`src/sys_pkg.sv`:
```
`default_nettype none

package sys_pkg;

   // Meaningful widths on the buses and pins
   typedef logic [19:0] addr_t;
   typedef logic [15:0] data_t;
   typedef logic [17:0] sram_addr_t;
   typedef logic [7:0]  uart_byte_t;

   // UART register pair, matched on the low 16 address bits only
   localparam logic [15:0] UART_DATA_ADR = 16'hFE08;
   localparam logic [15:0] UART_STAT_ADR = 16'hFE09;

   // Bit positions in the UART status word
   localparam int STAT_RX_VALID_BIT = 0;
   localparam int STAT_TX_BUSY_BIT  = 1;

   // SRAM access sequencer
   typedef enum logic [1:0] {
      SRAM_IDLE,
      SRAM_ACCESS,
      SRAM_DONE
   } sram_state_e;

   // Serial transmitter and receiver
   typedef enum logic [1:0] {
      TX_IDLE,
      TX_START,
      TX_DATA,
      TX_STOP
   } uart_tx_state_e;

   typedef enum logic [1:0] {
      RX_IDLE,
      RX_START,
      RX_DATA,
      RX_STOP
   } uart_rx_state_e;

endpackage

`default_nettype wire
```
`src/sys_bus_if.sv`:
```
`timescale 1ns/1ns
`default_nettype none

interface sys_bus_if
   import sys_pkg::*;
();

   addr_t adr;
   data_t dat_w;
   data_t dat_r;
   logic  we;
   logic  stb;
   logic  ack;

   // Decoder side
   modport initiator (
      output adr,
      output dat_w,
      output we,
      output stb,
      input  dat_r,
      input  ack
   );

   // SRAM or UART side
   modport target (
      input  adr,
      input  dat_w,
      input  we,
      input  stb,
      output dat_r,
      output ack
   );

endinterface

`default_nettype wire

```
`src/bus_decode.sv`:
```
`timescale 1ns/1ns
`default_nettype none

module bus_decode
   import sys_pkg::*;
(
   input  logic         clk,
   input  logic         rst_n,
   input  logic         cyc,
   input  logic         stb,
   input  logic         we,
   input  addr_t        adr,
   input  data_t        dat_w,
   output data_t        dat_r,
   output logic         ack,
   sys_bus_if.initiator sram_bus,
   sys_bus_if.initiator uart_bus
);

   logic req;
   logic uart_hit;
   logic busy_q;
   logic sel_uart_q;
   logic sel_uart;

   assign req = cyc && stb;

   // UART registers shadow the SRAM in every 64K bank
   assign uart_hit = (adr[15:0] == UART_DATA_ADR) || (adr[15:0] == UART_STAT_ADR);

   // Keep the choice made when the cycle started until it is acknowledged
   always_ff @(posedge clk or negedge rst_n)
   begin
      if (!rst_n)
      begin
         busy_q     <= 1'b0;
         sel_uart_q <= 1'b0;
      end
      else
      begin
         if (req && !busy_q)
         begin
            sel_uart_q <= uart_hit;
         end
         busy_q <= req && !ack;
      end
   end

   assign sel_uart = busy_q ? sel_uart_q : uart_hit;

   assign sram_bus.adr   = adr;
   assign sram_bus.dat_w = dat_w;
   assign sram_bus.we    = we;
   assign sram_bus.stb   = req && !sel_uart;

   assign uart_bus.adr   = adr;
   assign uart_bus.dat_w = dat_w;
   assign uart_bus.we    = we;
   assign uart_bus.stb   = req && sel_uart;

   // Return path from the strobed target
   assign dat_r = sel_uart ? uart_bus.dat_r : sram_bus.dat_r;
   assign ack   = sel_uart ? uart_bus.ack : sram_bus.ack;

endmodule

`default_nettype wire

```
`src/flat_wrapper.sv`:
```
// flat-port wrapper written by rule: the top's interface ports become plain ports
module bus_decode_flat import sys_pkg::*;
  (clk, rst_n, cyc, stb, we, adr, dat_w, dat_r, ack, sram_bus_adr, sram_bus_dat_w, sram_bus_we, sram_bus_stb, sram_bus_dat_r, sram_bus_ack, uart_bus_adr, uart_bus_dat_w, uart_bus_we, uart_bus_stb, uart_bus_dat_r, uart_bus_ack);
  sys_bus_if sram_bus_i ();
  sys_bus_if uart_bus_i ();
  input  logic clk;
  input  logic rst_n;
  input  logic cyc;
  input  logic stb;
  input  logic we;
  input  addr_t adr;
  input  data_t dat_w;
  output data_t dat_r;
  output logic ack;
  output wire logic [$bits(sram_bus_i.adr)-1:0] sram_bus_adr;
  output wire logic [$bits(sram_bus_i.dat_w)-1:0] sram_bus_dat_w;
  output wire logic [$bits(sram_bus_i.we)-1:0] sram_bus_we;
  output wire logic [$bits(sram_bus_i.stb)-1:0] sram_bus_stb;
  input wire logic [$bits(sram_bus_i.dat_r)-1:0] sram_bus_dat_r;
  input wire logic [$bits(sram_bus_i.ack)-1:0] sram_bus_ack;
  output wire logic [$bits(uart_bus_i.adr)-1:0] uart_bus_adr;
  output wire logic [$bits(uart_bus_i.dat_w)-1:0] uart_bus_dat_w;
  output wire logic [$bits(uart_bus_i.we)-1:0] uart_bus_we;
  output wire logic [$bits(uart_bus_i.stb)-1:0] uart_bus_stb;
  input wire logic [$bits(uart_bus_i.dat_r)-1:0] uart_bus_dat_r;
  input wire logic [$bits(uart_bus_i.ack)-1:0] uart_bus_ack;
  assign sram_bus_adr = sram_bus_i.adr;
  assign sram_bus_dat_w = sram_bus_i.dat_w;
  assign sram_bus_we = sram_bus_i.we;
  assign sram_bus_stb = sram_bus_i.stb;
  assign sram_bus_i.dat_r = sram_bus_dat_r;
  assign sram_bus_i.ack = sram_bus_ack;
  assign uart_bus_adr = uart_bus_i.adr;
  assign uart_bus_dat_w = uart_bus_i.dat_w;
  assign uart_bus_we = uart_bus_i.we;
  assign uart_bus_stb = uart_bus_i.stb;
  assign uart_bus_i.dat_r = uart_bus_dat_r;
  assign uart_bus_i.ack = uart_bus_ack;
  bus_decode u_core (.clk(clk), .rst_n(rst_n), .cyc(cyc), .stb(stb), .we(we), .adr(adr), .dat_w(dat_w), .dat_r(dat_r), .ack(ack), .sram_bus(sram_bus_i), .uart_bus(uart_bus_i));
endmodule
```
`config.mk`:
```
export PLATFORM = sky130hd
export DESIGN_NAME = bus_decode_flat
export DESIGN_NICKNAME = d
export VERILOG_FILES = /design/src/sys_pkg.sv /design/src/sys_bus_if.sv /design/src/bus_decode.sv /design/src/flat_wrapper.sv
export SDC_FILE = /design/constraint.sdc
export NUM_CORES = 1
export LEC_CHECK = 0
export BUFFER_PORTS_ARGS = -buffer_cell sky130_fd_sc_hd__buf_2
export CAP_MARGIN = 20
export CORE_AREA = 5 5 55 81
export DETAILED_ROUTE_END_ITERATION = 10
export DIE_AREA = 0 0 60 86
export GPL_TIMING_DRIVEN = 0
export PLACE_DENSITY = 0.82
export SYNTH_ARGS = -nofsm -noshare
export SYNTH_HDL_FRONTEND = slang
export SYNTH_SLANG_ARGS = --single-unit
export TNS_END_PERCENT = 20
```
`constraint.sdc`:
```
create_clock -name clk -period 2 [get_ports clk]
set_input_delay 0.4 -clock clk [delete_from_list [all_inputs] [get_ports clk]]
set_output_delay 0.4 -clock clk [all_outputs]
set_load 0.02 [all_outputs]
```
==> key figures <==
Final layout
  • Share of cells above drive strength 1: 0.944
  • Filler cells: 358
  • Commonest non-fill, non-tap cell in the layout: buf_2
  • # diodes: 0
  • Design area: 1960 µm²
  • Final net count: 343
  • Most frequent cells in the layout: buf_2 (135), buf_4 (79), mux2_4 (11)
  • Layout area overhead: 97.6%

Clock tree
  • Max clock buf depth: 2
  • Root Driver: clkbuf_8
  • Clock tree sinks: 2
  • CTS buffer count: 3
  • H-Tree Depth: 1
  • CTS clk-pin slew, worst paths: 0.03 ns
  • CTS tree: built
  • Clk_lat worst skew: 0.21 ns

Placed design
  • Dpl hpwl: 3140 µm
  • GP Congestion: 0.608
  • IO Port Bufs: 145
  • Area post-placement: 1770 µm²

Route
  • Initial DRC Count: 17
  • Final WL: 3530 µm
  • Average wire per standard cell: 11.4 µm
  • Via density: 3.94
  • Post-route ant nets: 0
  • DRT Pass-1 Iters: 4
  • DR DRC count: 0
  • Vias: 1216

STA
  • Final Critical Period: 2.19 ns
  • Final Cycle Share: 1.09
  • Fmax: 0.457 GHz
  • Relative slew slack: 0.839
  • Final Slew Violations: 0
  • Final WS setup: -0.187 ns
  • Final hold slack: 0.514 ns
  • RSZ-0062 raised after global routing: true
  • Final setup violation count: 18
  • Final Hold Vio Count: 0
  • Clk_skew: 0.000419 ns
  • Slew @ Worst Pin: 0.240 ns

Floorplan
  • Core area: 3650 µm²
  • Rows: 27
  • Initial Util: 0.272
  • Io pins: 168
  • Die width: 60 µm
  • Die area: 5160 µm²
  • DIE HEIGHT: 86 µm

Power
  • Clock power frac: 0.252
  • P per Cell Area: 327 nW/µm²
  • Seq pwr share: 0.066
  • Leakage: 1.19 nW
  • Max VDD drop: 0.477 mV
  • Switching portion of total power: 0.382
  • Cell-internal power: 0.000396 W
  • Psw: 0.000245 W
  • Combinational power share: 0.682

Synth
  • Ys async rst share: 1.00
  • Cell taking the most area after synthesis: buf_4
  • Post-synth cell types: 18
  • Flops & latches, synth: 2
  • Sequential-to-total area share from yosys stat: 0.0505
  • Mapped Nets: 186
  • Main flop type after synthesis: dfrtp_1
  • Post-synth EDFFs: 0
  • Post-Syn Instances: 111
  • Dominant cells by area after synthesis: buf_4 (56%), mux2_4 (14%), mux2_2 (10%)
  • Syn_area_per_cell: 8.93 µm²
  • Synth Warn #: 0
  • Post-synth top area share: 0.561
  • Mapped cell area: 991 µm²

Global route
  • Total GRT Usage: 0.119
  • Vias in the first global route: 1161
  • Largest net degree at the start of global routing: 11
  • GR Overflow Total: 0
  • Initial antenna violation count: 0
  • Global-route wire length before repair: 4930 µm

Run status
  • Status: finished with violations
  • Violations in the final reports: negative setup slack

Setup path
  • Crit-path cells: nor4b_2 > nand4_2 > nand2_4 > buf_12 > mux2_2 > buf_2
  • Setup crit start kind: register
  • CP required: 1.60 ns
  • Element type at the critical path end: output pin
  • CP max stage delay: 0.38 ns
  • Crit path DAT: 1.79 ns
  • Crit-path slowest cell: dfrtp_1
  • Critical path type: register to output pin
  • Crit Path Max Fanout: 5

Run
  • Max-cap check violation count: 0

Worst hold path
  • Worst min path class: primary input to async pin
==> routing by layer <==
metal | track usage | share of wire
met1 | 0.115 | 0.26
met2 | 0.235 | 0.56
met3 | 0.0256 | 0.16
met4 | 0.0363 | 0.0082
met5 | 0 | 0
==> final cells by class <==
| type | instances | area, µm² | share of cell area |
|---|---|---|---|
| plain buffers | 75 | 576 | 0.294 |
| clock buffers | 3 | 41.3 | 0.0211 |
| multi-input cells | 34 | 373 | 0.190 |
| flip-flops and latches | 2 | 50.0 | 0.0256 |
| well taps | 43 | 53.8 | 0.0275 |
| repair buffers | 152 | 865 | 0.442 |
==> what timing repair did <==
item	in CTS	in global routing
hold endpoints to repair	2	0
resized for setup	6	15
pin swaps	2	0
buffers inserted	4	2
endpoints found under the setup margin	18	19
hold buffers	1	0
==> metrics by stage <==
step | setup slack, ns | cells | util | TNS, ns | total power, W
after global placement | -0.259 | 299 | 0.485 | -3.39 | 0.000458
after global routing | -0.290 | 309 | 0.537 | -4.70 | 0.000678
after detailed placement | -0.270 | 299 | 0.485 | -3.54 | 0.000464
after CTS | -0.231 | 307 | 0.520 | -3.83 | 0.000639
after floorplan | 0.110 | 111 | - | 0 | 0.000315
final | -0.187 | 309 | 0.537 | -2.88 | 0.000641
==> synthesized netlist by cell type (2+ instances only) <==
| library cell | count |
|---|---|
| mux2_2 | 9 |
| dfrtp_1 | 2 |
| nand2_1 | 2 |
| buf_4 | 74 |
| mux2_4 | 9 |
| nor2_1 | 3 |
==> power groups by stage <==
stage / Sequential (W) / Clock [W] / Combinational [W]
detailed placement: 0.0000429 / 0 / 0.000422
CTS: 0.0000424 / 0.000168 / 0.000428
finish: 0.0000422 / 0.000162 / 0.000437
global route: 0.0000422 / 0.000170 / 0.000466
global placement: 0.0000428 / 0 / 0.000415
floorplan: 0.0000427 / 0 / 0.000272
==> registers in the layout, summed over array words and instances (netlist names) <==
signal,flops
u_core.busy_q,1
u_core.sel_uart_q,1
==> worst max-delay path: cells and delay by family, from the launching register on <==
kind | cells | cell delay (ns)
AND/OR/NAND/NOR | 3 | 0.58
flip-flops | 1 | 0.38
multiplexers | 1 | 0.32
buffers and inverters | 2 | 0.28
==> final timing paths <==
check / from / slack (ns) / to / depth (start not counted)
worst max-delay path: u_core.busy_q / -0.19 / dat_r[5] / 6
min in group clk: u_core.sel_uart_q / 0.52 / u_core.sel_uart_q / 2
worst max register to register: u_core.busy_q / 0.48 / u_core.busy_q / 5
worst min-delay path: rst_n / 0.51 / u_core.sel_uart_q / 2
max in group asynchronous: rst_n / 1.39 / u_core.busy_q / 2
worst min register to register: u_core.sel_uart_q / 0.52 / u_core.sel_uart_q / 2
==> logic make-up (layout without fill, tap and decap cells) <==
kind of cell	after synthesis	in the layout	synth area share
buffers and inverters	75	230	0.581
and+or+nand+nor	13	13	0.112
DFF	2	2	0.0505
muxes	18	18	0.239
AOI/OAI and AO/OA	3	3	0.0177
(Power assumes the default switching activity.)
