--- src/sys_pkg.sv ---
`default_nettype none

package sys_pkg;

   // Meaningful widths on the buses and pins
   typedef logic [19:0] addr_t;
   typedef logic [15:0] data_t;
   typedef logic [17:0] sram_addr_t;
   typedef logic [7:0]  uart_byte_t;

   // UART register pair, matched on the low 16 address bits only
   localparam logic [15:0] UART_DATA_ADR = 16'hFE08;
   localparam logic [15:0] UART_STAT_ADR = 16'hFE09;

   // Bit positions in the UART status word
   localparam int STAT_RX_VALID_BIT = 0;
   localparam int STAT_TX_BUSY_BIT  = 1;

   // SRAM access sequencer
   typedef enum logic [1:0] {
      SRAM_IDLE,
      SRAM_ACCESS,
      SRAM_DONE
   } sram_state_e;

   // Serial transmitter and receiver
   typedef enum logic [1:0] {
      TX_IDLE,
      TX_START,
      TX_DATA,
      TX_STOP
   } uart_tx_state_e;

   typedef enum logic [1:0] {
      RX_IDLE,
      RX_START,
      RX_DATA,
      RX_STOP
   } uart_rx_state_e;

endpackage

`default_nettype wire
--- src/sys_bus_if.sv ---
`timescale 1ns/1ns
`default_nettype none

interface sys_bus_if
   import sys_pkg::*;
();

   addr_t adr;
   data_t dat_w;
   data_t dat_r;
   logic  we;
   logic  stb;
   logic  ack;

   // Decoder side
   modport initiator (
      output adr,
      output dat_w,
      output we,
      output stb,
      input  dat_r,
      input  ack
   );

   // SRAM or UART side
   modport target (
      input  adr,
      input  dat_w,
      input  we,
      input  stb,
      output dat_r,
      output ack
   );

endinterface

`default_nettype wire

--- src/uart_port.sv ---
`timescale 1ns/1ns
`default_nettype none

module uart_port
   import sys_pkg::*;
#(
   parameter int CLK_HZ = 50_000_000,
   parameter int BAUD   = 115_200
)
(
   input  logic      clk,
   input  logic      rst_n,
   sys_bus_if.target bus,
   input  logic      rxd,
   output logic      txd
);

   // Clocks per serial bit, and the half bit the receiver waits after the start edge
   localparam int BIT_CLKS  = CLK_HZ / BAUD;
   localparam int HALF_CLKS = BIT_CLKS / 2;
   localparam int CNT_W     = $clog2(BIT_CLKS);
   localparam logic [CNT_W-1:0] BIT_LAST  = CNT_W'(BIT_CLKS - 1);
   localparam logic [CNT_W-1:0] HALF_LAST = CNT_W'(HALF_CLKS - 1);

   logic             ack_q;
   data_t            dat_r_q;
   logic             access;
   logic             tx_load;
   logic             rx_read;
   logic             rx_valid;
   logic             tx_busy;
   data_t            stat_word;

   uart_tx_state_e   tx_state;
   logic [CNT_W-1:0] tx_cnt;
   logic [2:0]       tx_idx;
   uart_byte_t       tx_shift;
   logic             tx_tick;

   uart_rx_state_e   rx_state;
   logic [CNT_W-1:0] rx_cnt;
   logic [2:0]       rx_idx;
   uart_byte_t       rx_shift;
   uart_byte_t       rx_byte;
   logic             rx_meta;
   logic             rx_sync;
   logic             rx_tick;
   logic             rx_done;

   // Register access, address bit 0 picks data or status
   assign access  = bus.stb && !ack_q;
   assign tx_busy = (tx_state != TX_IDLE);
   assign tx_load = access && bus.we && !bus.adr[0] && !tx_busy;
   assign rx_read = access && !bus.we && !bus.adr[0];

   always_comb
   begin
      stat_word = '0;
      stat_word[STAT_RX_VALID_BIT] = rx_valid;
      stat_word[STAT_TX_BUSY_BIT]  = tx_busy;
   end

   assign bus.ack   = ack_q;
   assign bus.dat_r = dat_r_q;

   always_ff @(posedge clk or negedge rst_n)
   begin
      if (!rst_n)
      begin
         ack_q    <= 1'b0;
         rx_valid <= 1'b0;
      end
      else
      begin
         ack_q <= access;
         // A new byte wins over a read in the same cycle
         if (rx_done)
         begin
            rx_valid <= 1'b1;
         end
         else if (rx_read)
         begin
            rx_valid <= 1'b0;
         end
      end
   end

   always_ff @(posedge clk)
   begin
      if (access && !bus.we)
      begin
         dat_r_q <= bus.adr[0] ? stat_word : data_t'(rx_byte);
      end
   end

   // Transmitter
   assign tx_tick = (tx_cnt == BIT_LAST);

   always_ff @(posedge clk or negedge rst_n)
   begin
      if (!rst_n)
      begin
         tx_state <= TX_IDLE;
         tx_cnt   <= '0;
         tx_idx   <= '0;
         txd      <= 1'b1;
      end
      else
      begin
         if (tx_state == TX_IDLE || tx_tick)
         begin
            tx_cnt <= '0;
         end
         else
         begin
            tx_cnt <= tx_cnt + 1'b1;
         end
         case (tx_state)
            TX_IDLE:
            begin
               if (tx_load)
               begin
                  txd      <= 1'b0;
                  tx_state <= TX_START;
               end
            end
            TX_START:
            begin
               if (tx_tick)
               begin
                  txd      <= tx_shift[0];
                  tx_idx   <= '0;
                  tx_state <= TX_DATA;
               end
            end
            TX_DATA:
            begin
               if (tx_tick)
               begin
                  tx_idx <= tx_idx + 1'b1;
                  if (tx_idx == 3'd7)
                  begin
                     txd      <= 1'b1;
                     tx_state <= TX_STOP;
                  end
                  else
                  begin
                     // Next bit, the shifter moves on the same edge
                     txd <= tx_shift[1];
                  end
               end
            end
            default:
            begin
               if (tx_tick)
               begin
                  tx_state <= TX_IDLE;
               end
            end
         endcase
      end
   end

   always_ff @(posedge clk)
   begin
      if (tx_load)
      begin
         tx_shift <= bus.dat_w[7:0];
      end
      else if (tx_state == TX_DATA && tx_tick)
      begin
         tx_shift <= tx_shift >> 1;
      end
   end

   // Receiver, rxd is asynchronous to clk
   always_ff @(posedge clk or negedge rst_n)
   begin
      if (!rst_n)
      begin
         rx_meta <= 1'b1;
         rx_sync <= 1'b1;
      end
      else
      begin
         rx_meta <= rxd;
         rx_sync <= rx_meta;
      end
   end

   assign rx_tick = (rx_state == RX_START) ? (rx_cnt == HALF_LAST) : (rx_cnt == BIT_LAST);
   assign rx_done = (rx_state == RX_STOP) && rx_tick;

   always_ff @(posedge clk or negedge rst_n)
   begin
      if (!rst_n)
      begin
         rx_state <= RX_IDLE;
         rx_cnt   <= '0;
         rx_idx   <= '0;
      end
      else
      begin
         if (rx_state == RX_IDLE || rx_tick)
         begin
            rx_cnt <= '0;
         end
         else
         begin
            rx_cnt <= rx_cnt + 1'b1;
         end
         case (rx_state)
            RX_IDLE:
            begin
               if (!rx_sync)
               begin
                  rx_state <= RX_START;
               end
            end
            RX_START:
            begin
               // Glitch check at the middle of the start bit
               if (rx_tick)
               begin
                  rx_idx   <= '0;
                  rx_state <= rx_sync ? RX_IDLE : RX_DATA;
               end
            end
            RX_DATA:
            begin
               if (rx_tick)
               begin
                  rx_idx <= rx_idx + 1'b1;
                  if (rx_idx == 3'd7)
                  begin
                     rx_state <= RX_STOP;
                  end
               end
            end
            default:
            begin
               if (rx_tick)
               begin
                  rx_state <= RX_IDLE;
               end
            end
         endcase
      end
   end

   always_ff @(posedge clk)
   begin
      if (rx_state == RX_DATA && rx_tick)
      begin
         rx_shift <= {rx_sync, rx_shift[7:1]};
      end
      if (rx_done)
      begin
         rx_byte <= rx_shift;
      end
   end

endmodule

`default_nettype wire

--- src/flat_wrapper.sv ---
// flat-port wrapper written by rule: the top's interface ports become plain ports
module uart_port_flat import sys_pkg::*;
#(
   parameter int CLK_HZ = 50_000_000,
   parameter int BAUD   = 115_200
)
  (clk, rst_n, rxd, txd, bus_adr, bus_dat_w, bus_we, bus_stb, bus_dat_r, bus_ack);
  sys_bus_if bus_i ();
  input  logic clk;
  input  logic rst_n;
  input  logic rxd;
  output logic txd;
  input wire logic [$bits(bus_i.adr)-1:0] bus_adr;
  input wire logic [$bits(bus_i.dat_w)-1:0] bus_dat_w;
  input wire logic [$bits(bus_i.we)-1:0] bus_we;
  input wire logic [$bits(bus_i.stb)-1:0] bus_stb;
  output wire logic [$bits(bus_i.dat_r)-1:0] bus_dat_r;
  output wire logic [$bits(bus_i.ack)-1:0] bus_ack;
  assign bus_i.adr = bus_adr;
  assign bus_i.dat_w = bus_dat_w;
  assign bus_i.we = bus_we;
  assign bus_i.stb = bus_stb;
  assign bus_dat_r = bus_i.dat_r;
  assign bus_ack = bus_i.ack;
  uart_port #(.CLK_HZ(CLK_HZ), .BAUD(BAUD)) u_core (.clk(clk), .rst_n(rst_n), .bus(bus_i), .rxd(rxd), .txd(txd));
endmodule
--- config.mk ---
export PLATFORM = sky130hd
export DESIGN_NAME = uart_port_flat
export DESIGN_NICKNAME = d
export VERILOG_FILES = /design/src/sys_pkg.sv /design/src/sys_bus_if.sv /design/src/uart_port.sv /design/src/flat_wrapper.sv
export SDC_FILE = /design/constraint.sdc
export NUM_CORES = 1
export LEC_CHECK = 0
export BUFFER_PORTS_ARGS = -buffer_cell sky130_fd_sc_hd__buf_2
export CORE_ASPECT_RATIO = 1.4
export CORE_UTILIZATION = 55
export CTS_BUF_LIST = sky130_fd_sc_hd__clkbuf_16
export DETAILED_ROUTE_END_ITERATION = 10
export PLACE_DENSITY = 0.83
export SYNTH_ARGS = -nofsm -noshare
export SYNTH_HDL_FRONTEND = slang
export SYNTH_SLANG_ARGS = --single-unit
export TNS_END_PERCENT = 10
--- constraint.sdc ---
create_clock -name clk -period 2.9 [get_ports clk]
set_input_delay 0.145 -clock clk [delete_from_list [all_inputs] [get_ports clk]]
set_output_delay 0.145 -clock clk [all_outputs]
set_load 0.01 [all_outputs]
==> results of run 1 <==
power by group through the flow:
stage / clock network (W) / registers [W] / logic, W
after global placement: 0 / 0.00107 / 0.000348
after global routing: 0.00112 / 0.00107 / 0.000402
after detailed placement: 0 / 0.00108 / 0.000359
final: 0.00107 / 0.00106 / 0.000361
after CTS: 0.00109 / 0.00106 / 0.000365
after floorplan: 0 / 0.00107 / 0.000289
layout by cell type, fill, tap and decap left out, types with 5 or more instances in the layout:
cell type  instances
nor2_1            24
nand2b_1           5
buf_2             23
edfxtp_1          32
xnor2_1            7
nor2b_1            8
conb_1             8
dfrtp_1           30
inv_1             14
clkbuf_16          9
o21ai_0            8
mux2_2             9
nand3_1           12
nand2_1           13
xor2_1             6
ha_1              14
routing by layer:
layer	up-vias	wire, µm
met5	-	0
met1	911	2000
met2	41	2672
li1	886	-
met4	0	106
met3	10	178
state kept, by name, indices dropped and copies added, names as in the netlist:
name and flops:
u_core.rx_cnt 9, u_core.tx_cnt 9, u_core.bus.dat_r 8, u_core.rx_byte 8, u_core.rx_shift 8, u_core.tx_shift 8, u_core.rx_idx 3, u_core.tx_idx 3
u_core.rx_state 2, u_core.tx_state 2, u_core.bus.ack 1, u_core.rx_meta 1, u_core.rx_sync 1, u_core.rx_valid 1, u_core.txd 1
worst register-to-register path: cells and delay by family, from the launching register on:
family / cells / cell delay, ns
DFF: 1 / 0.41
adders and majority gates: 1 / 0.29
buffers and inverters: 2 / 0.33
and+or+nand+nor: 3 / 0.97
AOI/OAI and AO/OA: 1 / 0.09
cell families after synthesis:
| family | Yosys count | share of synthesized area [%] |
|---|---|---|
| flops | 65 | 59.85 |
| buf+inv | 28 | 5.060 |
| xor+xnor | 13 | 3.806 |
| compound gates | 26 | 6.358 |
| simple gates | 81 | 14.39 |
| fa+ha+maj | 14 | 5.855 |
| mux | 12 | 4.559 |
| other cells | 1 | 0.1254 |
how the worst max path moves through the flow:
stage	startpoint	end	slack, ns
final	u_core.rx_state[1]	u_core.rx_byte[0]	0.47
after global routing	u_core.rx_state[1]	u_core.rx_byte[0]	0.32
after CTS	u_core.rx_state[1]	u_core.rx_byte[0]	0.48
after detailed placement	u_core.rx_state[1]	u_core.rx_cnt[4]	0.60
after global placement	u_core.rx_state[1]	u_core.rx_cnt[6]	0.66
after floorplan	u_core.rx_state[1]	u_core.rx_byte[0]	0.70
stage by stage:
step	hold slack (ns)	total power (W)	util, %	area, µm²	cells
after floorplan	-0.1506	0.001363	-	3018	247
after global placement	0.2459	0.001421	60.26	3132	324
after detailed placement	0.2462	0.001435	60.26	3132	324
after CTS	0.1203	0.002511	66.47	3455	342
after global routing	0.1315	0.002592	66.47	3455	342
final	0.1287	0.002488	66.47	3455	342
layout make-up:
cell class	instances	share of cell area (%)
clock buffers	9	6.519
clock inverters	7	2.246
inverters	14	1.521
multi-input cells	154	31.15
flip-flops and latches	65	51.83
well taps	66	2.390
repair buffers	27	4.346
==> run summary, run 1 <==
Mapped Area: 2992 µm²
Routed WL per cell: 14.49 µm
DIE HEIGHT: 89.27 µm
Tcrit/Tclk final: 83.71%
Slew Limit Fails: 0
Worst Path Buf+Inv: 2
routability cong.: 0.7658
DRT Wirelength: 4.957 mm
global-route usage over all layers: 19.80%
WP data arrival: 2.41 ns
Final min period: 2.428 ns
IO buf count: 23
area of the die: 5742 µm²
P&R area growth vs syn: 15.47%
worst path cell trace: inv_1 -> ha_1 -> and4bb_2 -> a22oi_1 -> nor4_1 -> buf_4 -> and2_1
post-synth top area share: 32.12%
hold endpoint: u_core.tx_shift[1]
reg2reg start: u_core.rx_state[1]
CTS root buf: clkbuf_16
clock sink count: 65
top-count cell post-synth: edfxtp_1
Syn. warnings: 0
Clk pwr share: 42.9%
post_cts resized: 0
post-synthesis sequential area ratio: 59.85%
worst-margin pin slew: 0.7285 ns
fin nets: 326
Reg area: 1790 µm²
Pint: 0.001846 W
slowest CP cell: dfrtp_1
Req. time, crit path: 2.89 ns
max-cap violation count: 0
Final Hold Fails: 0
Core Area: 5197 µm²
CTS Hold Bufs: 2
Reg-to-Reg End: u_core.rx_byte[0]
Comb pwr share: 14.5%
# Post-CTS Setup Buffers: 0
area occupied by multi-input gates: 1076 µm²
type of origin of the critical path: register
Clock Path Buffers: 2
first-pass GRT wire length: 8.252 mm
Top Usage Layer GRT: met2
top_reg_cell synth: edfxtp_1
via count: 1848
kind of critical path: reg2reg
row cnt: 31
crit path max fanout: 9
grt total ovfl: 0
Hold Crit Start: bus_dat_w[1]
Area contributors post-synth: edfxtp_1 32%, dfrtp_1 25%, ha_1 5.9%
Synth area leader: edfxtp_1
synth cell count leaders: 32 x edfxtp_1, 30 x dfrtp_1, 24 x nor2_1
Post-Syn Instances: 240
crit-path max cell delay: 0.41 ns
DRC viols: 0
# IOs: 59
antenna violation net count after detailed routing: 0
number of global-route vias before repair: 1817
total CTS buffers: 9
fillers: 381
worst relative slew slack: 51.43%
worst hold path type: in2reg
met3 usage: 4.464%
Async SR Flop Fraction: 50.77%
Setup WS post-layout: 0.4723 ns
drt pass-1 iters: 4
Iter 0 DRT Violations: 102
outcome: finished, final reports clean
met1 GRT Util: 21.28%
syn_area_per_cell: 12.47 µm²
CP Depth: 7
Psw: 0.0006422 W
Hold Crit Depth: 2
sequential cell fraction of total power: 42.6%
Max Fclk: 411.9 MHz
R2R cell count: 7
H-tree depth: 3
flop2flop setup slack: 0.47 ns
diode count: 0
Synth cell types: 47
vias per inst: 5.404
Die Width: 64.33 µm
Yosys reg bits: 65
Initial Utilization: 57.56%
Post-synth EDFFs: 32
clock latency on the worst-skew pair: 0.33 ns
pre-CTS setup slack: 0.5950 ns
share of cells above drive strength 1: 21.74%
setup TNS: 0 ns
met2 usage: 35.41%
Clock Pin Slew Worst Setup and Hold Paths: 0.06 ns
switch share: 25.81%
Peak VDD IR: 0.0003661 V
element type at the critical path end: register
Leak: 1.473 nW
dpl hpwl: 3.345 mm
clock skew: 0.006511 ns
CTS tree: yes
RSZ-0062 raised after global routing: false
Worst path top cell family by delay: simple AND/OR/NAND/NOR gates
initial antenna violation count: 0
power per cell area: 720.2 nW/µm²
largest net degree at the start of global routing: 34
final setup fails: 0
Power figures use the tool's default switching activity.
==> run 2: changes to the inputs <==
==> constraint.sdc (replaced) <==
create_clock -name clk -period 2.45 [get_ports clk]
set_input_delay 0.1225 -clock clk [delete_from_list [all_inputs] [get_ports clk]]
set_output_delay 0.1225 -clock clk [all_outputs]
set_load 0.01 [all_outputs]
==> run summary, run 2 (synthesized netlist as in run 1, its figures left out) <==
Core Area: 5197 µm²
Psw: 0.0007773 W
# IOs: 59
grt total ovfl: 0
final setup fails: 0
Final Non-Filler Cells: 343
WP data arrival: 2.21 ns
crit path max fanout: 9
power per cell area: 903.7 nW/µm²
switch share: 24.51%
Pint: 0.002394 W
kind of critical path: reg2reg
Design Power: 0.003172 W
Leak: 1.501 nW
IO buf count: 23
Die Width: 64.33 µm
Comb pwr share: 14.0%
setup TNS: 0 ns
worst path cell trace: inv_1 -> ha_1 -> and4bb_2 -> a22oi_1 -> nor4_1 -> buf_4 -> and2_1
largest net degree at the start of global routing: 34
Tcrit/Tclk final: 91.06%
Routed WL per cell: 14.34 µm
area of the die: 5742 µm²
fin nets: 327
worst relative slew slack: 51.85%
worst-margin pin slew: 0.7223 ns
routability cong.: 0.7658
R2R cell count: 7
Final min period: 2.231 ns
P&R area growth vs syn: 17.32%
element type at the critical path end: register
CTS root buf: clkbuf_16
number of global-route vias before repair: 1779
row cnt: 31
type of origin of the critical path: register
RSZ-0062 raised after global routing: false
outcome: finished, final reports clean
slowest CP cell: dfrtp_1
vias per inst: 5.294
first-pass GRT wire length: 8.093 mm
CTS tree: yes
Initial Utilization: 57.56%
clock skew: 0.005183 ns
total CTS buffers: 9
Req. time, crit path: 2.43 ns
Peak VDD IR: 0.0005268 V
most common cell after layout, fill and taps aside: edfxtp_1
Slew Limit Fails: 0
antenna violation net count after detailed routing: 0
drt pass-1 iters: 4
Largest regs: u_core.rx_cnt x9, u_core.tx_cnt x9
Worst path top cell family by delay: simple AND/OR/NAND/NOR gates
Clk pwr share: 46.4%
CP Depth: 7
H-tree depth: 3
sequential cell fraction of total power: 39.6%
dpl hpwl: 3.388 mm
max-cap violation count: 0
Max Fclk: 448.3 MHz
cell area after layout: 3510 µm²
initial antenna violation count: 0
clock latency on the worst-skew pair: 0.33 ns
Clock Pin Slew Worst Setup and Hold Paths: 0.06 ns
crit-path max cell delay: 0.39 ns
DIE HEIGHT: 89.27 µm
DRC viols: 0
# Post-CTS Setup Buffers: 0
global-route usage over all layers: 19.70%
DRT Wirelength: 4.920 mm
worst hold path type: in2reg
Final Hold Fails: 0
via count: 1816
Worst Path Buf+Inv: 2
Hold Crit Depth: 3
most frequent cells in the layout: 32 x edfxtp_1, 30 x dfrtp_1, 24 x nor2_1
Clock Path Buffers: 2
Cell Area, Placed: 3139 µm²
Iter 0 DRT Violations: 89
share of cells above drive strength 1: 22.02%
placed cell count: 325
clock sink count: 65
diode count: 0
run 2: changes by cell type in the layout (fill, tap and decap cells not counted):
cell | before | now
clkinv_2 | 1 | 0
buf_4 | 2 | 3
clkinvlp_4 | 1 | 0
bufinv_16 | 1 | 3
run 2: path summary, 6_finish.rpt:
check / startpoint / to / slack, ns
max reg2reg: u_core.rx_state[1] / u_core.rx_byte[3] / 0.22
min reg2reg: u_core.rx_meta / u_core.rx_sync / 0.36
min: bus_stb / u_core.bus.ack / 0.09
max in group asynchronous: rst_n / u_core.tx_cnt[8] / 1.60
min in group asynchronous: rst_n / u_core.rx_cnt[8] / 0.39
max: u_core.rx_state[1] / u_core.rx_byte[3] / 0.22
run 2: worst min-delay path: stages:
cell and delay [ns]:
buf_2 0.08, nand2b_1 0.10, inv_1 0.08
run 2: metrics by stage:
| step | setup WS, ns | utilization [%] | hold WS, ns |
|---|---|---|---|
| floorplan | 0.2451 | - | -0.1731 |
| global placement | 0.3141 | 60.40 | 0.2128 |
| detailed placement | 0.2525 | 60.40 | 0.2157 |
| CTS | 0.2023 | 67.53 | 0.07660 |
| global route | 0.09226 | 67.53 | 0.09749 |
| finish | 0.2191 | 67.53 | 0.08825 |
run 2: final cells by class:
type | instances | area [µm²]
Clock buffer | 9 | 225.2
Clock inverter | 7 | 125.1
Fill cell | 350 | 1688
Inverter | 14 | 52.55
Multi-Input combinational cell | 154 | 1076
Sequential cell | 65 | 1790
Tap cell | 66 | 82.58
Timing Repair Buffer | 28 | 157.7
run 2: metal layers:
| layer | GRT usage, % | routed length [µm] | vias up |
|---|---|---|---|
| met5 | 0 | 0 | - |
| met4 | 12.53 | 155 | 0 |
| met3 | 6.505 | 183 | 11 |
| met2 | 33.59 | 2502 | 42 |
| met1 | 21.05 | 2078 | 878 |
| li1 | - | - | 885 |
run 2: power by group through the flow:
| stage | Combinational [W] | Sequential, W | Clock (W) |
|---|---|---|---|
| after floorplan | 0.000342 | 0.00127 | 0 |
| after global placement | 0.000411 | 0.00127 | 0 |
| after detailed placement | 0.000428 | 0.00127 | 0 |
| after CTS | 0.000447 | 0.00125 | 0.00150 |
| after global routing | 0.000484 | 0.00126 | 0.00154 |
| final | 0.000444 | 0.00126 | 0.00147 |
run 2: repair_timing:
action	CTS	global route
endpoints found under the hold margin	31	0
hold buffers	2	0
gates resized for setup	0	0
